### src/hw/xbar_pkg.sv
// ------------------------------------------------
// Crossbar package with widths, port counts,
// the fixed address map and shared index types
// ------------------------------------------------
package xbar_pkg;

  localparam int N_INIT    = 2;
  localparam int N_TGT     = 2;
  localparam int ADDR_W    = 32;
  localparam int DATA_W    = 32;
  localparam int STRB_W    = DATA_W / 8;
  localparam int MAX_TRANS = 4;  // Outstanding per demux and per mux
  localparam int CNT_W     = $clog2(MAX_TRANS + 1);
  localparam int Q_PTR_W   = (MAX_TRANS > 1) ? $clog2(MAX_TRANS) : 1;

  // One extra index for the decode-error responder
  localparam int TGT_IDX_W  = $clog2(N_TGT + 1);
  localparam int INIT_IDX_W = (N_INIT > 1) ? $clog2(N_INIT) : 1;

  typedef logic [ADDR_W-1:0]     addr_t;
  typedef logic [DATA_W-1:0]     data_t;
  typedef logic [STRB_W-1:0]     strb_t;
  typedef logic [TGT_IDX_W-1:0]  tgt_idx_t;
  typedef logic [INIT_IDX_W-1:0] init_idx_t;

  // Address rules, both bounds inclusive
  localparam addr_t TGT0_BASE = 32'h0000_0000;
  localparam addr_t TGT0_END  = 32'h0000_0FFF;
  localparam addr_t TGT1_BASE = 32'h0000_1000;
  localparam addr_t TGT1_END  = 32'h0000_1FFF;

  // Rule table indexed by target
  localparam addr_t [N_TGT-1:0] TGT_BASE = {TGT1_BASE, TGT0_BASE};
  localparam addr_t [N_TGT-1:0] TGT_END  = {TGT1_END, TGT0_END};

endpackage

### src/hw/xbar_spill_reg.sv
// ------------------------------------------------
// One-entry request buffer between demux and mux,
// refills in the cycle it drains
// ------------------------------------------------
`timescale 1ns/1ps

module xbar_spill_reg import xbar_pkg::*; (
  input  logic  clk_i,
  input  logic  rst_i,
  input  logic  in_valid_i,
  output logic  in_ready_o,
  input  logic  in_write_i,
  input  addr_t in_addr_i,
  input  data_t in_wdata_i,
  input  strb_t in_strb_i,
  output logic  out_valid_o,
  input  logic  out_ready_i,
  output logic  out_write_o,
  output addr_t out_addr_o,
  output data_t out_wdata_o,
  output strb_t out_strb_o
);

  logic full_q;
  logic load;

  assign in_ready_o  = !full_q || out_ready_i;  // Free or draining now
  assign load        = in_valid_i && in_ready_o;
  assign out_valid_o = full_q;

  always_ff @(posedge clk_i) begin
    if (rst_i) begin
      full_q <= 1'b0;
    end else if (load) begin
      full_q <= 1'b1;
    end else if (out_ready_i) begin
      full_q <= 1'b0;
    end
  end

  // Payload entry
  always_ff @(posedge clk_i) begin
    if (load) begin
      out_write_o <= in_write_i;
      out_addr_o  <= in_addr_i;
      out_wdata_o <= in_wdata_i;
      out_strb_o  <= in_strb_i;
    end
  end

  // Demux side holds its offer until the buffer takes it
  a_in_stable : assert property (@(posedge clk_i) disable iff (rst_i)
    (in_valid_i && !in_ready_o) |=> in_valid_i &&
      $stable({in_write_i, in_addr_i, in_wdata_i, in_strb_i}));

endmodule

### config.mk
export PLATFORM = sky130hd
export DESIGN_NAME = xbar_spill_reg
export DESIGN_NICKNAME = d
export VERILOG_FILES = /design/src/hw/xbar_pkg.sv /design/src/hw/xbar_spill_reg.sv
export SDC_FILE = /design/constraint.sdc
export NUM_CORES = 1
export LEC_CHECK = 0
export BUFFER_PORTS_ARGS = -buffer_cell sky130_fd_sc_hd__buf_4
export CELL_PAD_IN_SITES_DETAIL_PLACEMENT = 1
export CELL_PAD_IN_SITES_GLOBAL_PLACEMENT = 2
export CORE_MARGIN = 2
export CORE_UTILIZATION = 29
export DETAILED_ROUTE_END_ITERATION = 6
export GPL_TIMING_DRIVEN = 1
export HOLD_SLACK_MARGIN = 0.05
export PLACE_DENSITY = 0.82
export SLEW_MARGIN = 5
export SYNTH_ARGS = -nofsm -noshare
export SYNTH_HDL_FRONTEND = slang
export SYNTH_SLANG_ARGS = --single-unit
### constraint.sdc
create_clock -name clk_i -period 2.5 [get_ports clk_i]
set_clock_uncertainty 0.05 [all_clocks]
set_input_delay 0 -clock clk_i [delete_from_list [all_inputs] [get_ports clk_i]]
set_output_delay 0 -clock clk_i [all_outputs]
set_load 0.02 [all_outputs]
Word level (Yosys, flattened, before mapping)
Cells that the tools add are included.
{ "totals": {"ff_bits": 70, "output_inout_bits": 71, "wordCells": 11} }
{ "op_classes": {"muxes": 2, "n_reduce_logical": 4} }
{ "op_table": {"columns": ["cell", "count"], "rows": [
  ["$mux W1", 2],
  ["$reduce_bool A2 Y1", 1],
  ["$logic_and A1 B1 Y1", 1],
  ["$logic_not A1 Y1", 1],
  ["$logic_or A1 B1 Y1", 1]
]} }

Logic depth before layout (Yosys ltp)
{ "depth": {"depth_word": 4, "ltp_mapped": 2, "ltp_nobuf": 2} }

Worst setup path before layout
OpenSTA, ideal clock, no wires.
{ "synth_path": {"path_kind": "register to register", "start": "register full_q (netlist: out_valid_o)", "end": "register out_addr_o[0], enable pin", "setup_time_ns": 0.378, "arrival_ns": 1.119, "required_time_ns": 2.072, "slack_ns": 0.953, "path_stages_with_launch": 3, "cell_sequence": "dfxtp_1 > nand2b_4 > and2_4"} }
{ "synth_via": {"elab_chain_len": 3} }
{ "synth_lines": {"columns": ["element", "line_no", "source"], "rows": [
  ["start: declaration", "xbar_spill_reg.sv:24", "logic full_q;"],
  ["start signal: assignment", "xbar_spill_reg.sv:33", "full_q <= 1'b0;"],
  ["start signal: assignment", "xbar_spill_reg.sv:35", "full_q <= 1'b1;"],
  ["start signal: assignment", "xbar_spill_reg.sv:37", "full_q <= 1'b0;"],
  ["$logic_not A1 Y1", "xbar_spill_reg.sv:27", "assign in_ready_o = !full_q || out_ready_i;"],
  ["$logic_or A1 B1 Y1", "xbar_spill_reg.sv:27", null],
  ["net in_ready_o", "xbar_spill_reg.sv:11", "output logic in_ready_o,"],
  ["$logic_and A1 B1 Y1", "xbar_spill_reg.sv:28", "assign load = in_valid_i && in_ready_o;"],
  ["net load", "xbar_spill_reg.sv:25", "logic load;"],
  ["end signal: assignment", "xbar_spill_reg.sv:45", "out_addr_o <= in_addr_i;"],
  ["end: declaration", "xbar_spill_reg.sv:19", "output addr_t out_addr_o,"]
]} }
The timed path passes the listed nets, and every way through them passes these cells.
A chain may end at the register's enable or synchronous reset.

Final worst setup path
{ "layout_path": {"start": "register full_q (netlist: out_valid_o)", "end": "register out_wdata_o[31], enable pin"} }
{ "layout_via": {"elab_chain_len": 3} }
{ "layout_lines": {"columns": ["element", "line_no", "source"], "rows": [
  ["$logic_not A1 Y1", "xbar_spill_reg.sv:27", null],
  ["$logic_or A1 B1 Y1", "xbar_spill_reg.sv:27", null],
  ["$logic_and A1 B1 Y1", "xbar_spill_reg.sv:28", null],
  ["net load", "xbar_spill_reg.sv:25", null],
  ["end signal: assignment", "xbar_spill_reg.sv:46", "out_wdata_o <= in_wdata_i;"],
  ["end: declaration", "xbar_spill_reg.sv:20", "output data_t out_wdata_o,"]
]} }
The timed path passes the listed nets, and every way through them passes these cells.

==> metrics.cfg <==
[status]
status = complete, no violations

[logic_synthesis]
yosysTopAreaCell = edfxtp_1
synth_seq_cells = 70
synth.area.top_cells = edfxtp_1, dfxtp_1, nand2b_4
postSynthCellCount = 74
synth_cell_types = 6
syn_area_um2 = 2130
yosysTopAreaCellShare = 0.974
syn-mean-instance-area_um2 = 28.7
ys.warnings.count = 0
syn-num-nets = 147
seq_area_frac_synth = 0.984

[final_layout]
area_delta_synth_final_pct = 99.2
mostFrequentLayoutCells = buf_4, dlygate4sd3_1, edfxtp_1
diodes = 0
final_util = 0.591
drive_gt1_frac = 0.525
fin_cells = 404
fin_nets = 373
final_common_cell = buf_4

[clocking]
cts_root_buf = clkbuf_8
clock-sinks = 70
cts_buffers = 9
cts_resized = 0
clock_path_buffers = 2
cts_tree = yes
ctsHtreeMaxLevel = 3
postCtsSetupBuffers = 0
hold_buffers = 71
clk_pin_slew_worst_paths_ps = 80
clock_latency_ps = 320

[sta]
min_period_over_period = 0.616
finalWorstSetupSlack_ps = 960
period_minus_slack_ps = 1540
setup_viol_count_final = 0
hold_viol = 0
timing.fmax_ghz = 0.649
rsz0062_at_grt = no
tightest_slew_ps = 480
slew_headroom = 0.680
setup_tns_ps = 0
drv_slew = 0

[floorplanning]
io_pins = 144
rows = 31
fp.coreArea_um2 = 7180
initial_utilization = 0.296
die_y_um = 89.6
die_x_um = 89.6
die_area_um2 = 8040

[critical_path]
cp-start-kind = flop
worst-setup-path-type = reg -> reg
crit_fanout = 35
cp-end-kind = flop
worstPathArrival_ps = 1510
worstPathRequired_ps = 2470

[route]
first_pass_iters = 4
vias_per_cell = 3.96
dr_total_vias = 1599
drc = 0
wirelength_mm = 6.48
ant_nets = 0
drtIter0Drc = 47
wl_per_cell_um = 16.0

[grt]
antenna_found_initial = 0
grt_pass1_wl_mm = 9.14
gr-total-overflow = 0
grt_max_degree = 36
grt_use_total = 0.160
grt_pass1_vias = 1825

[min_path]
hold_path_class = in -> reg

[pwr]
fin_total_pwr_w = 0.00266
p_per_area_nw_per_um2 = 628
power_leakage_nw = 1.78
irDropWorstVdd_uv = 326

[place]
dpl.cell_count = 317
gp_congestion = 0.665
port_buffers = 143
dp_slack_ps = 965

[job]
max_cap_viol_count = 0

cell usage after synthesis:
cell type,number
edfxtp_1,69
dfxtp_1,1
a21oi_2,1
and2_4,1
inv_1,1
nand2b_4,1
routing by layer:
| metal | vias to the layer above | part of all wire | track usage |
|---|---|---|---|
| li1 | 748 | - | - |
| met1 | 761 | 0.34 | 0.159 |
| met2 | 86 | 0.57 | 0.310 |
| met3 | 4 | 0.082 | 0.0640 |
| met4 | 0 | 0.0049 | 0.0366 |
| met5 | - | 0 | 0 |
cell families after synthesis:
family,count (synthesis),share of synthesized area
flops,70,0.984
buf+inv,1,0.00176
simple gates,2,0.0106
compound gates,1,0.00412
where the power goes:
group	internal [W]	leakage (nW)	total, W	switching [W]
clock network	0.000459	0.0904	0.000862	0.000403
logic	0.000227	1.01	0.000407	0.000180
registers	0.00137	0.676	0.00139	0.0000201
total	0.00206	1.78	0.00266	0.000602
registers in the layout (all words and copies together), names as in the netlist:
name and cells:
out_valid_o 1, out_write_o 1, out_strb_o 4, out_wdata_o 32, out_addr_o 32
area by class of cell:
cell class	instances	area (µm²)
clock buffer	12	135
clock inverter	4	47.5
fill	690	2940
inverter	1	3.75
multi-input combinational	3	31.3
sequential	70	2090
tap	99	124
timing repair buffer	215	1800
critical path: stages, from the launching register on:
cell      delay, ps
dfxtp_1         330
nand2b_4         90
and2_4          450
buf_12          280
final timing paths:
path	from	end	slack, ps	cells after the start
worst max register to register	out_valid_o	out_wdata_o[31]	960	3
worst min-delay path	in_valid_i	out_addr_o[22]	240	2
worst max-delay path	out_valid_o	out_wdata_o[31]	960	3
worst min register to register	out_valid_o	out_addr_o[22]	920	2
stage by stage:
step                hold WS (ps)  instance area, µm²
finish                       238                4240
global route                 238                4240
CTS                          223                4240
detailed placement           108                3340
global placement             108                3340
floorplan                   12.4                2130
Power figures use the tool's default switching activity.
