<file path="config.mk">
export PLATFORM = sky130hd
export DESIGN_NAME = xbar_demux
export DESIGN_NICKNAME = d
export VERILOG_FILES = /design/src/hw/xbar_pkg.sv /design/src/hw/xbar_addr_decode.sv /design/src/hw/xbar_demux.sv
export SDC_FILE = /design/constraint.sdc
export NUM_CORES = 1
export LEC_CHECK = 0
export ABC_AREA = 1
export BUFFER_PORTS_ARGS = -buffer_cell sky130_fd_sc_hd__buf_2
export CORE_AREA = 5 5 94 96
export CTS_BUF_LIST = sky130_fd_sc_hd__clkbuf_8
export DETAILED_ROUTE_END_ITERATION = 10
export DIE_AREA = 0 0 99 101
export GPL_TIMING_DRIVEN = 0
export PLACE_DENSITY = 0.61
export SYNTH_ARGS = -nofsm -noshare
export SYNTH_HDL_FRONTEND = slang
export SYNTH_SLANG_ARGS = --single-unit
</file>
<file path="constraint.sdc">
create_clock -name clk_i -period 4.3 [get_ports clk_i]
set_input_delay 0.86 -clock clk_i [delete_from_list [all_inputs] [get_ports clk_i]]
set_output_delay 0.86 -clock clk_i [all_outputs]
set_load 0.05 [all_outputs]
</file>
<file path="src/hw/xbar_pkg.sv">
// ------------------------------------------------
// Crossbar package with widths, port counts,
// the fixed address map and shared index types
// ------------------------------------------------
package xbar_pkg;

  localparam int N_INIT    = 2;
  localparam int N_TGT     = 2;
  localparam int ADDR_W    = 32;
  localparam int DATA_W    = 32;
  localparam int STRB_W    = DATA_W / 8;
  localparam int MAX_TRANS = 4;  // Outstanding per demux and per mux
  localparam int CNT_W     = $clog2(MAX_TRANS + 1);
  localparam int Q_PTR_W   = (MAX_TRANS > 1) ? $clog2(MAX_TRANS) : 1;

  // One extra index for the decode-error responder
  localparam int TGT_IDX_W  = $clog2(N_TGT + 1);
  localparam int INIT_IDX_W = (N_INIT > 1) ? $clog2(N_INIT) : 1;

  typedef logic [ADDR_W-1:0]     addr_t;
  typedef logic [DATA_W-1:0]     data_t;
  typedef logic [STRB_W-1:0]     strb_t;
  typedef logic [TGT_IDX_W-1:0]  tgt_idx_t;
  typedef logic [INIT_IDX_W-1:0] init_idx_t;

  // Address rules, both bounds inclusive
  localparam addr_t TGT0_BASE = 32'h0000_0000;
  localparam addr_t TGT0_END  = 32'h0000_0FFF;
  localparam addr_t TGT1_BASE = 32'h0000_1000;
  localparam addr_t TGT1_END  = 32'h0000_1FFF;

  // Rule table indexed by target
  localparam addr_t [N_TGT-1:0] TGT_BASE = {TGT1_BASE, TGT0_BASE};
  localparam addr_t [N_TGT-1:0] TGT_END  = {TGT1_END, TGT0_END};

endpackage

</file>
<file path="src/hw/xbar_addr_decode.sv">
// ------------------------------------------------
// Address decoder, maps an address onto a target
// index or flags a decode error
// ------------------------------------------------
`timescale 1ns/1ps

module xbar_addr_decode import xbar_pkg::*; (
  input  addr_t    addr_i,
  output tgt_idx_t idx_o,
  output logic     dec_err_o
);

  // Default is the error responder at index N_TGT
  always_comb begin
    idx_o     = tgt_idx_t'(N_TGT);
    dec_err_o = 1'b1;
    // Walk downwards so the lowest matching rule wins
    for (int j = N_TGT - 1; j >= 0; j--) begin
      if ((addr_i >= TGT_BASE[j]) && (addr_i <= TGT_END[j])) begin
        idx_o     = tgt_idx_t'(j);
        dec_err_o = 1'b0;
      end
    end
  end

endmodule

</file>
<file path="src/hw/xbar_demux.sv">
// ------------------------------------------------
// Per-initiator request router, tracks outstanding
// requests and answers unmapped addresses itself
// ------------------------------------------------
`timescale 1ns/1ps

module xbar_demux import xbar_pkg::*; (
  input  logic                 clk_i,
  input  logic                 rst_i,
  input  logic                 slv_req_valid_i,
  output logic                 slv_req_ready_o,
  input  logic                 slv_req_write_i,
  input  addr_t                slv_req_addr_i,
  input  data_t                slv_req_wdata_i,
  input  strb_t                slv_req_strb_i,
  output logic                 slv_rsp_valid_o,
  input  logic                 slv_rsp_ready_i,
  output data_t                slv_rsp_rdata_o,
  output logic                 slv_rsp_err_o,
  output logic  [N_TGT-1:0]    mst_req_valid_o,
  input  logic  [N_TGT-1:0]    mst_req_ready_i,
  output logic                 mst_req_write_o,
  output addr_t                mst_req_addr_o,
  output data_t                mst_req_wdata_o,
  output strb_t                mst_req_strb_o,
  input  logic  [N_TGT-1:0]    mst_rsp_valid_i,
  output logic  [N_TGT-1:0]    mst_rsp_ready_o,
  input  data_t [N_TGT-1:0]    mst_rsp_rdata_i,
  input  logic  [N_TGT-1:0]    mst_rsp_err_i
);

  tgt_idx_t         sel;
  logic             dec_err;
  tgt_idx_t         cur_tgt_q;
  logic [CNT_W-1:0] cnt_q;
  logic             err_valid_q;
  logic             stall;
  logic             req_fire;
  logic             rsp_fire;
  logic             err_fire;

  xbar_addr_decode i_decode (
    .addr_i    (slv_req_addr_i),
    .idx_o     (sel),
    .dec_err_o (dec_err)
  );

  // Same payload goes to every target, only valid is steered
  assign mst_req_write_o = slv_req_write_i;
  assign mst_req_addr_o  = slv_req_addr_i;
  assign mst_req_wdata_o = slv_req_wdata_i;
  assign mst_req_strb_o  = slv_req_strb_i;

  // Switching targets waits for the old one to drain, keeps responses in order
  assign stall = (cnt_q == CNT_W'(MAX_TRANS)) ||
                 ((cnt_q != '0) && (sel != cur_tgt_q));

  always_comb begin
    mst_req_valid_o = '0;
    slv_req_ready_o = 1'b0;
    if (slv_req_valid_i && !stall) begin
      if (dec_err) begin
        slv_req_ready_o = !err_valid_q;  // Responder holds one entry
      end else begin
        for (int j = 0; j < N_TGT; j++) begin
          if (sel == tgt_idx_t'(j)) begin
            mst_req_valid_o[j] = 1'b1;
            slv_req_ready_o    = mst_req_ready_i[j];
          end
        end
      end
    end
  end

  // Responses come only from the current target
  always_comb begin
    slv_rsp_valid_o = 1'b0;
    slv_rsp_rdata_o = '0;
    slv_rsp_err_o   = 1'b0;
    mst_rsp_ready_o = '0;
    if (cur_tgt_q == tgt_idx_t'(N_TGT)) begin
      slv_rsp_valid_o = err_valid_q;
      slv_rsp_err_o   = 1'b1;
    end
    for (int j = 0; j < N_TGT; j++) begin
      if (cur_tgt_q == tgt_idx_t'(j)) begin
        slv_rsp_valid_o    = mst_rsp_valid_i[j];
        slv_rsp_rdata_o    = mst_rsp_rdata_i[j];
        slv_rsp_err_o      = mst_rsp_err_i[j];
        mst_rsp_ready_o[j] = slv_rsp_ready_i;
      end
    end
  end

  assign req_fire = slv_req_valid_i && slv_req_ready_o;
  assign rsp_fire = slv_rsp_valid_o && slv_rsp_ready_i;
  assign err_fire = rsp_fire && (cur_tgt_q == tgt_idx_t'(N_TGT));

  always_ff @(posedge clk_i) begin
    if (rst_i) begin
      cnt_q       <= '0;
      cur_tgt_q   <= '0;
      err_valid_q <= 1'b0;
    end else begin
      if (req_fire && !rsp_fire) begin
        cnt_q <= cnt_q + 1'b1;
      end else if (!req_fire && rsp_fire) begin
        cnt_q <= cnt_q - 1'b1;
      end
      if (req_fire) cur_tgt_q <= sel;
      if (err_fire) err_valid_q <= 1'b0;
      if (req_fire && dec_err) err_valid_q <= 1'b1;  // Answer next cycle
    end
  end

  a_cnt_bound : assert property (@(posedge clk_i) disable iff (rst_i)
    cnt_q <= CNT_W'(MAX_TRANS));

  // Initiator must hold its request until accepted
  a_req_stable : assert property (@(posedge clk_i) disable iff (rst_i)
    (slv_req_valid_i && !slv_req_ready_o) |=> slv_req_valid_i &&
      $stable({slv_req_write_i, slv_req_addr_i, slv_req_wdata_i, slv_req_strb_i}));

endmodule

</file>
After elaboration in Yosys (flattened, before gate mapping)
Index checks and enable logic that the tools add are counted.

word-level totals
  flip-flop bits (word level) = 6
  input bits = 143
  output and inout bits = 108
  logic and storage cells = 60

operators by class
  $add $sub $neg = 2
  $lt $le $gt $ge = 4
  eq/ne operators = 5
  mux-type cells = 26
  reductions and logical operators = 20

operators by type and width
  cell                  number
  $mux 32               2
  $ge 32x1->1 const B   1
  $ge 32x13->1 const B  1
  $le 32x12->1 const B  1
  $le 32x13->1 const B  1
  $mux 1                18
  $logic_and 1x1->1     10
  $mux 2                4
  $mux 3                2
  $eq 2x1->1 const B    2
  $logic_not 1->1       4
  $logic_not 2->1       2
  $reduce_bool 2->1     2
  $add 3x1->3 const B   1
  $eq 3x3->1 const B    1
  $reduce_bool 3->1     1
  $sub 3x1->3 const B   1
  $eq 2x2->1 const B    1
  $ne 2x2->1            1
  $logic_or 1x1->1      1

Logic depth before layout (Yosys ltp)
Gate-level depths: netlist of run 1.

  depth after elaboration = 15
  mapped depth = 17
  mapped depth without buffers = 17

Modules after synthesis
A second synthesis of run 1 with hierarchy kept.

unflattened totals
  cell total of the unflattened synthesis = 203
  area, all modules = 1,383.8 um^2

modules (own cells, without submodules)
  module            instances  cells each  area each (um^2)  seq. area each (um^2)
  xbar_demux        1          183         1,297.5           120.1
  xbar_addr_decode  1          20          86.3              0.0

Least setup slack after synthesis of run 1
No wires, ideal clock.

  kind = input to output
  from = input port slv_req_addr_i[21]
  to = output port mst_req_valid_o[0]
  arrival = 2.251 ns
  path slack = 1.189 ns
  stages = 9
  buffers on the path = 0
  cells stage by stage = nor2_1 nand2_1 nor2_4 nand4_2 nand2_1 nand3_1 nand2_2 nand2_1 nor2_1

on the way
  cells in the longest elaborated chain, start to end = 10
  elaborated cells on any way between the ends = 19

RTL lines
  item                                                 RTL line                source
  start, declared                                      xbar_demux.sv:13        input addr_t slv_req_addr_i,
  $ge 32x13->1 / $le 32x13->1 (equally long branches)  xbar_addr_decode.sv:19  if ((addr_i >= TGT_BASE[j]) && (addr_i <= TGT_END[j])) begin
  $logic_and 1x1->1                                    xbar_addr_decode.sv:19
  $mux 2 (2 in a row)                                  xbar_addr_decode.sv:19
  $ne 2x2->1                                           xbar_demux.sv:56        ((cnt_q != '0) && (sel != cur_tgt_q));
  $logic_and 1x1->1                                    xbar_demux.sv:56
  $logic_or 1x1->1                                     xbar_demux.sv:55        assign stall = (cnt_q == CNT_W'(MAX_TRANS)) ||
  $logic_not 1->1                                      xbar_demux.sv:61        if (slv_req_valid_i && !stall) begin
  $logic_and 1x1->1                                    xbar_demux.sv:61
  $mux 2 *                                             xbar_demux.sv:61
  end, declared                                        xbar_demux.sv:20        output logic [N_TGT-1:0] mst_req_valid_o,

Mark *: on every way between the ends. The rest lies on a longest branch, timed or not.

Worst setup path after layout of run 1
  from = input port slv_req_addr_i[14]
  to = output port slv_req_ready_o

on the way
  cells in the longest elaborated chain, start to end = 10
  elaborated cells on any way between the ends = 21

RTL lines
  item                                                 RTL line                source
  $ge 32x13->1 / $le 32x13->1 (equally long branches)  xbar_addr_decode.sv:19
  $logic_and 1x1->1                                    xbar_addr_decode.sv:19
  $mux 2 (2 in a row)                                  xbar_addr_decode.sv:19
  $ne 2x2->1                                           xbar_demux.sv:56
  $logic_and 1x1->1                                    xbar_demux.sv:56
  $logic_or 1x1->1                                     xbar_demux.sv:55
  $logic_not 1->1                                      xbar_demux.sv:61
  $logic_and 1x1->1                                    xbar_demux.sv:61
  $mux 1 *                                             xbar_demux.sv:61
  end, declared                                        xbar_demux.sv:11        output logic slv_req_ready_o,

Marked as above.

==> results of run 1 <==
==> logic make-up after synthesis <==
logic type               count (synthesis)  share of synthesized area, %
buffers and inverters                   87                          43.0
AND/OR/NAND/NOR                         54                          19.5
AO/OA/AOI/OAI                           44                          25.7
flip-flops                               6                          8.76
adder cells (fa/ha/maj)                  2                          2.37
XOR/XNOR                                 1                         0.639
==> synthesized netlist by cell type (2+ instances only) <==
| cell | n | area share, % |
|---|---|---|
| buf_4 | 69 | 38 |
| a22o_1 | 32 | 20 |
| nand2_1 | 22 | 6.0 |
| nor2_1 | 13 | 3.6 |
| inv_1 | 9 | 2.5 |
| dfxtp_1 | 6 | 8.8 |
| a21oi_1 | 5 | 1.8 |
| clkbuf_1 | 4 | 1.1 |
| nor2_2 | 4 | 1.8 |
| buf_2 | 3 | 1.1 |
| nand3_1 | 3 | 1.1 |
| nand4_1 | 3 | 1.4 |
| o21ai_0 | 3 | 1.1 |
| inv_2 | 2 | 0.55 |
| nor2_4 | 2 | 1.6 |
| nor3_1 | 2 | 0.73 |
| o21a_1 | 2 | 1.1 |
==> power by group <==
part	switching [W]	total [W]	internal (W)	leakage, nW
clock network	0.0000224	0.0000824	0.0000600	0.0216
registers	0.0000151	0.0000934	0.0000783	0.0496
logic	0.000914	0.00126	0.000350	1.45
==> final timing paths <==
path | from | to | slack [ps] | depth (start not counted)
max | slv_req_addr_i[14] | slv_req_ready_o | 1230 | 9
min | err_valid_q | err_valid_q | 500 | 2
max reg2reg | cur_tgt_q[0] | cnt_q[2] | 2120 | 12
min reg2reg | err_valid_q | err_valid_q | 500 | 2
==> layer usage <==
| metal | up-vias | wire [um] | global-route usage, % |
|---|---|---|---|
| met4 | 0 | 21 | 1.58 |
| met5 | - | 0 | 0 |
| li1 | 998 | - | - |
| met3 | 4 | 869 | 3.88 |
| met2 | 126 | 2980 | 17.5 |
| met1 | 813 | 2170 | 11.8 |
==> state kept, by name, summed over array words and instances (netlist names) <==
signal,count
err_valid_q,1
cnt_q,3
cur_tgt_q,2
==> cell type report <==
cell class / instances / area (um^2) / share of cell area [%]
Buffer: 76 / 548 / 21.5
Inverter: 11 / 41.3 / 1.62
Multi-Input combinational cell: 101 / 662 / 26.0
Clock buffer: 3 / 41.3 / 1.62
Sequential cell: 6 / 120 / 4.71
Tap cell: 105 / 131 / 5.15
Timing Repair Buffer: 201 / 1010 / 39.5
==> critical path, cell delays in order <==
cell	delay, ps
buf_2	110
nor3_2	330
nand3_1	180
nand2_1	100
o21ai_1	70
nor2_2	120
nand3_2	120
inv_1	60
buf_2	250
==> stage by stage <==
step / total power, W / instances / hold slack [ps]
2_1_floorplan: 0.00109 / 194 / 461
3_3_place_gp: 0.00136 / 500 / 485
3_5_place_dp: 0.00137 / 500 / 491
4_1_cts: 0.00146 / 503 / 498
5_1_grt: 0.00153 / 503 / 527
6_report: 0.00144 / 503 / 497
==> run_results.csv, run 1 <==
group,metric,value,unit
global_routing,grt_pass1_vias,1839,
pwr,p_leak,1.52,nW
die,dieArea,10000,um^2
finish,layout.nets,545,
detailed_routing,drc,0,
placement,pre_cts_slack,1160,ps
clock_network,cts.path.max_buffers,2,
sta,fmax,326,MHz
synth,synth_ff_type,"dfxtp_1",
placement,dpl.hpwl,5500,um
sta,setup_viol,0,
synth,synth_edf_count,0,
setup_path,path_max_fanout,4,
finish,synthToLayoutAreaGrowth,85.9,%
synth,ys_ff_latch,6,
setup_path,worstSetupStartpointType,"input port",
sta,rsz0062_at_grt,"false",
die,coreArea,7970,um^2
pwr,vdd_drop_max,0.188,mV
finish,final_core_util,32.0,%
synth,synth_area,1370,um^2
synth,synth_cells,194,
detailed_routing,final_antenna_net_count,0,
synth,syn_area_per_cell,7.07,um^2
setup_path,crit_type,"in -> out",
die,start_util,17.2,%
run,maxCapViolCount,0,
synth,synthArstFlopShare,0,%
clock_network,insertion_delay,220,ps
clock_network,cts_made_buffers,3,
clock_network,cts_root_buffer,"clkbuf_8",
clock_network,ctsResizeCount,0,
sta,fin_skew,2.39,ps
clock_network,clkTransAtPathRegs,30,ps
synth,synth_fp_nets,339,
placement,place_congestion,0.861,
finish,mostFrequentLayoutCell,"buf_2",
synth,seq_area_frac_synth,8.76,%
die,boundaryPins,251,
global_routing,gr-usage-all-layers,10.0,%
clock_network,post_cts_buffers,0,
synth,synth_warnings,0,
global_routing,grt-ovfl-total,0,
setup_path,end_kind,"primary output",
global_routing,grt_pass1_wl,8420,um
clock_network,htree_levels,1,
clock_network,ctsHoldBuffers,0,
run_status,status,"finished clean",
die,die_x,99,um
clock_network,cts_tree,"yes",
pwr,powerDensity,565,nW/um^2
clock_network,cts_sinks,6,
global_routing,antenna_found_initial,0,
sta,maxSlewViolCount,0,
detailed_routing,vias_per_cell,3.86,
sta,max_slew_margin,63.5,%
die,num_rows,33,
finish,postLayoutCellArea,2550,um^2
finish,fill_cells,863,
setup_path,critical_path_required,3440,ps
sta,min_period_over_period,71.4,%
detailed_routing,drt_iter0_markers,24,
synth,synth_cell_types,27,
sta,setup_ws,1230,ps
finish,antenna_cells,0,
die,fp.dieH,101,um
detailed_routing,dr_total_vias,1941,
sta,finalHoldViolCount,0,
placement,dpl_cell_area,2510,um^2
worst_hold_path,hold_path_class,"reg -> reg",
placement,numPortBuffers,201,
detailed_routing,drtPass1Iterations,4,
sta,setup_tns,0,ps
detailed_routing,wl_per_cell,12.0,um
global_routing,grt_max_degree,11,
sta,worstMarginPinSlew,546,ps
setup_path,worst_ep_arrival_time,2210,ps
detailed_routing,routed_wl,6040,um
finish,mostFrequentLayoutCells,"204 x buf_2, 69 x buf_4, 32 x a22o_1, 22 x nand2_1, 13 x nor2_1",
finish,drive_above_1_share,72.9,%
sta,min_period,3070,ps
No activity file was read; power rests on OpenSTA's default activity.
==> inputs of run 2 (changes only) <==
--- a/config.mk
+++ b/config.mk
@@ -5,14 +5,14 @@
 export SDC_FILE = /design/constraint.sdc
 export NUM_CORES = 1
 export LEC_CHECK = 0
-export ABC_AREA = 1
+export ABC_AREA = 0
 export BUFFER_PORTS_ARGS = -buffer_cell sky130_fd_sc_hd__buf_2
-export CORE_AREA = 5 5 94 96
+export CORE_AREA = 5 5 95 97
 export CTS_BUF_LIST = sky130_fd_sc_hd__clkbuf_8
 export DETAILED_ROUTE_END_ITERATION = 10
-export DIE_AREA = 0 0 99 101
+export DIE_AREA = 0 0 100 102
 export GPL_TIMING_DRIVEN = 0
-export PLACE_DENSITY = 0.61
+export PLACE_DENSITY = 0.64
 export SYNTH_ARGS = -nofsm -noshare
 export SYNTH_HDL_FRONTEND = slang
 export SYNTH_SLANG_ARGS = --single-unit
==> constraint.sdc (replaced) <==
create_clock -name clk_i -period 2.5 [get_ports clk_i]
set_input_delay 0.5 -clock clk_i [delete_from_list [all_inputs] [get_ports clk_i]]
set_output_delay 0.5 -clock clk_i [all_outputs]
set_load 0.05 [all_outputs]
==> run 2 against run 1 <==
Largest cell class unchanged. Register-to-register slack got worse by 2400 ps. Combinational power increased by 17%. Utilization increased by 3.4 points. The run now ends with setup timing left. Largest power group unchanged. Critical path type is now in -> reg. Critical endpoint is now cnt_q[2]. Highest routed layer unchanged.
==> run_results.csv, run 2 <==
group,metric,value,unit
run_status,status,"complete, but fails checks",
run_status,violations,"setup timing",
sta,setup_tns,-462,ps
finish,top_register,"cnt_q",
synth,synth_cell_types,34,
global_routing,grt_pass1_vias,2041,
setup_path,critical_path_required,2660,ps
die,boundaryPins,251,
run,maxCapViolCount,0,
placement,dpl.hpwl,6420,um
global_routing,grt_max_degree,11,
setup_path,r2r_slack,-320,ps
finish,layout.nets,559,
setup_path,worstSetupStartpointType,"input port",
sta,finalHoldViolCount,0,
finish,largest_register_ffs,3,
die,start_util,18.7,%
synth,synth_area,1510,um^2
finish,fin_cells,517,
clock_network,cts_made_buffers,3,
detailed_routing,drc,0,
synth,synth_fp_nets,349,
synth,synth_warnings,0,
pwr,vdd_drop_max,0.242,mV
finish,mostFrequentLayoutCell,"buf_2",
setup_path,crit_type,"in -> reg",
synth,yosysTopAreaCell,"buf_4",
clock_network,ctsHoldBuffers,0,
die,fp.dieH,102,um
synth,synthTopCellsByCount,"69 x buf_4, 36 x nor2_1, 35 x mux2i_1, 6 x dfxtp_1, 6 x nor3_1",
setup_path,worst_ep_arrival_time,2990,ps
detailed_routing,routed_wl,7050,um
synth,yosys-top-cells-area,"buf_4 34%, mux2i_1 23%, nor2_1 9.0%",
detailed_routing,wl_per_cell,13.6,um
die,die_x,100,um
sta,setup_viol,3,
sta,min_period,2840,ps
sta,fmax,352,MHz
sta,setup_ws,-337,ps
pwr,p_total,0.00179,W
clock_network,insertion_delay,230,ps
global_routing,antenna_found_initial,0,
synth,ys_ff_latch,6,
global_routing,grt-ovfl-total,0,
clock_network,clkTransAtPathRegs,40,ps
sta,max_slew_margin,68.4,%
global_routing,gr-usage-all-layers,11.8,%
sta,holdWs,473,ps
die,num_rows,33,
synth,syn_area_per_cell,7.38,um^2
detailed_routing,drtPass1Iterations,4,
sta,min_period_over_period,113,%
finish,final_core_util,35.4,%
placement,dp_cells,510,
sta,fin_skew,4.11,ps
setup_path,path_max_fanout,2,
sta,maxSlewViolCount,0,
detailed_routing,drt_iter0_markers,20,
clock_network,cts_tree,"yes",
detailed_routing,final_antenna_net_count,0,
pwr,powerDensity,626,nW/um^2
detailed_routing,dr_total_vias,2093,
setup_path,end_kind,"flop",
global_routing,grt_pass1_wl,9720,um
pwr,p_leak,1.54,nW
clock_network,cts_root_buffer,"clkbuf_8",
synth,synthArstFlopShare,0,%
synth,synth_ff_type,"dfxtp_1",
finish,drive_above_1_share,72.8,%
finish,mostFrequentLayoutCells,"196 x buf_2, 75 x buf_4, 36 x nor2_1, 35 x mux2i_1",
synth,synth_cells,204,
synth,synth.most_common_cell,"buf_4",
detailed_routing,vias_per_cell,4.05,
finish,antenna_cells,0,
placement,place_congestion,0.765,
sta,worstMarginPinSlew,470,ps
synth,synth_edf_count,0,
placement,numPortBuffers,201,
die,dieArea,10200,um^2
clock_network,htree_levels,1,
synth,synth.top_cell.area_share,34.4,%
finish,fill_cells,859,
clock_network,cts_sinks,6,
sta,rsz0062_at_grt,"true",
finish,reg_top3,"cnt_q: 3 flops, cur_tgt_q: 2 flops, err_valid_q: 1 flops",
die,coreArea,8050,um^2
clock_network,cts.path.max_buffers,2,
worst_hold_path,hold_path_class,"reg -> reg",
synth,seq_area_frac_synth,7.98,%
finish,synthToLayoutAreaGrowth,89.4,%
## run 2: what timing repair did
item	in CTS	in global routing
pin swaps	9	2
endpoints found under the setup margin	32	13
setup buffers	4	1
gates resized for setup	14	11
## run 2: worst paths after layout
| kind | from | to | cells past startpoint |
|---|---|---|---|
| setup / recovery | slv_req_addr_i[30] | cnt_q[2] | 11 |
| setup reg to reg | cnt_q[0] | cnt_q[2] | 10 |
| hold / removal | err_valid_q | err_valid_q | 2 |
| hold reg to reg | err_valid_q | err_valid_q | 2 |
## run 2: cells by family (layout without fill, tap and decap cells)
kind of cell	after synthesis	in the layout	share of synthesized area, %
AO/OA/AOI/OAI	14	14	6.48
XOR/XNOR	3	3	1.75
adder cells (fa/ha/maj)	2	2	2.16
buffers and inverters	81	289	37.6
flip-flops	6	6	7.98
multiplexers	36	36	24.0
AND/OR/NAND/NOR	62	62	20.0
## run 2: final cells by class
| type | count | area [um^2] | share of cell area, % |
|---|---|---|---|
| Clock buffer | 3 | 41.3 | 1.45 |
| Sequential cell | 6 | 120 | 4.21 |
| Multi-Input combinational cell | 117 | 896 | 31.4 |
| Tap cell | 105 | 131 | 4.61 |
| Inverter | 3 | 11.3 | 0.395 |
| Timing Repair Buffer | 206 | 1090 | 38.4 |
| Buffer | 77 | 557 | 19.5 |
## run 2: layer usage
layer / wire length, um / GRT usage [%]
met4: 74 / 2.69
met1: 2240 / 11.7
met5: 0 / 0
met2: 3990 / 23.8
met3: 745 / 3.82
## run 2: critical path, cell delays in order
cell,delay (ps)
buf_2,120
nor4_4,240
nand2_1,130
or4b_4,560
a22oi_2,240
ha_2,230
inv_2,40
fa_2,330
xor2_1,150
or3_1,300
a21oi_1,150
## run 2: stage by stage
step	setup WS, ps	area (um^2)
final	-337	2850
after global routing	-441	2850
after CTS	-296	2820
after detailed placement	-677	2690
after global placement	-633	2690
after floorplan	-359	1550
## run 2: power breakdown
part           internal, W  switching [W]
clock             0.000104      0.0000439
combinational     0.000444        0.00103
sequential        0.000128      0.0000344
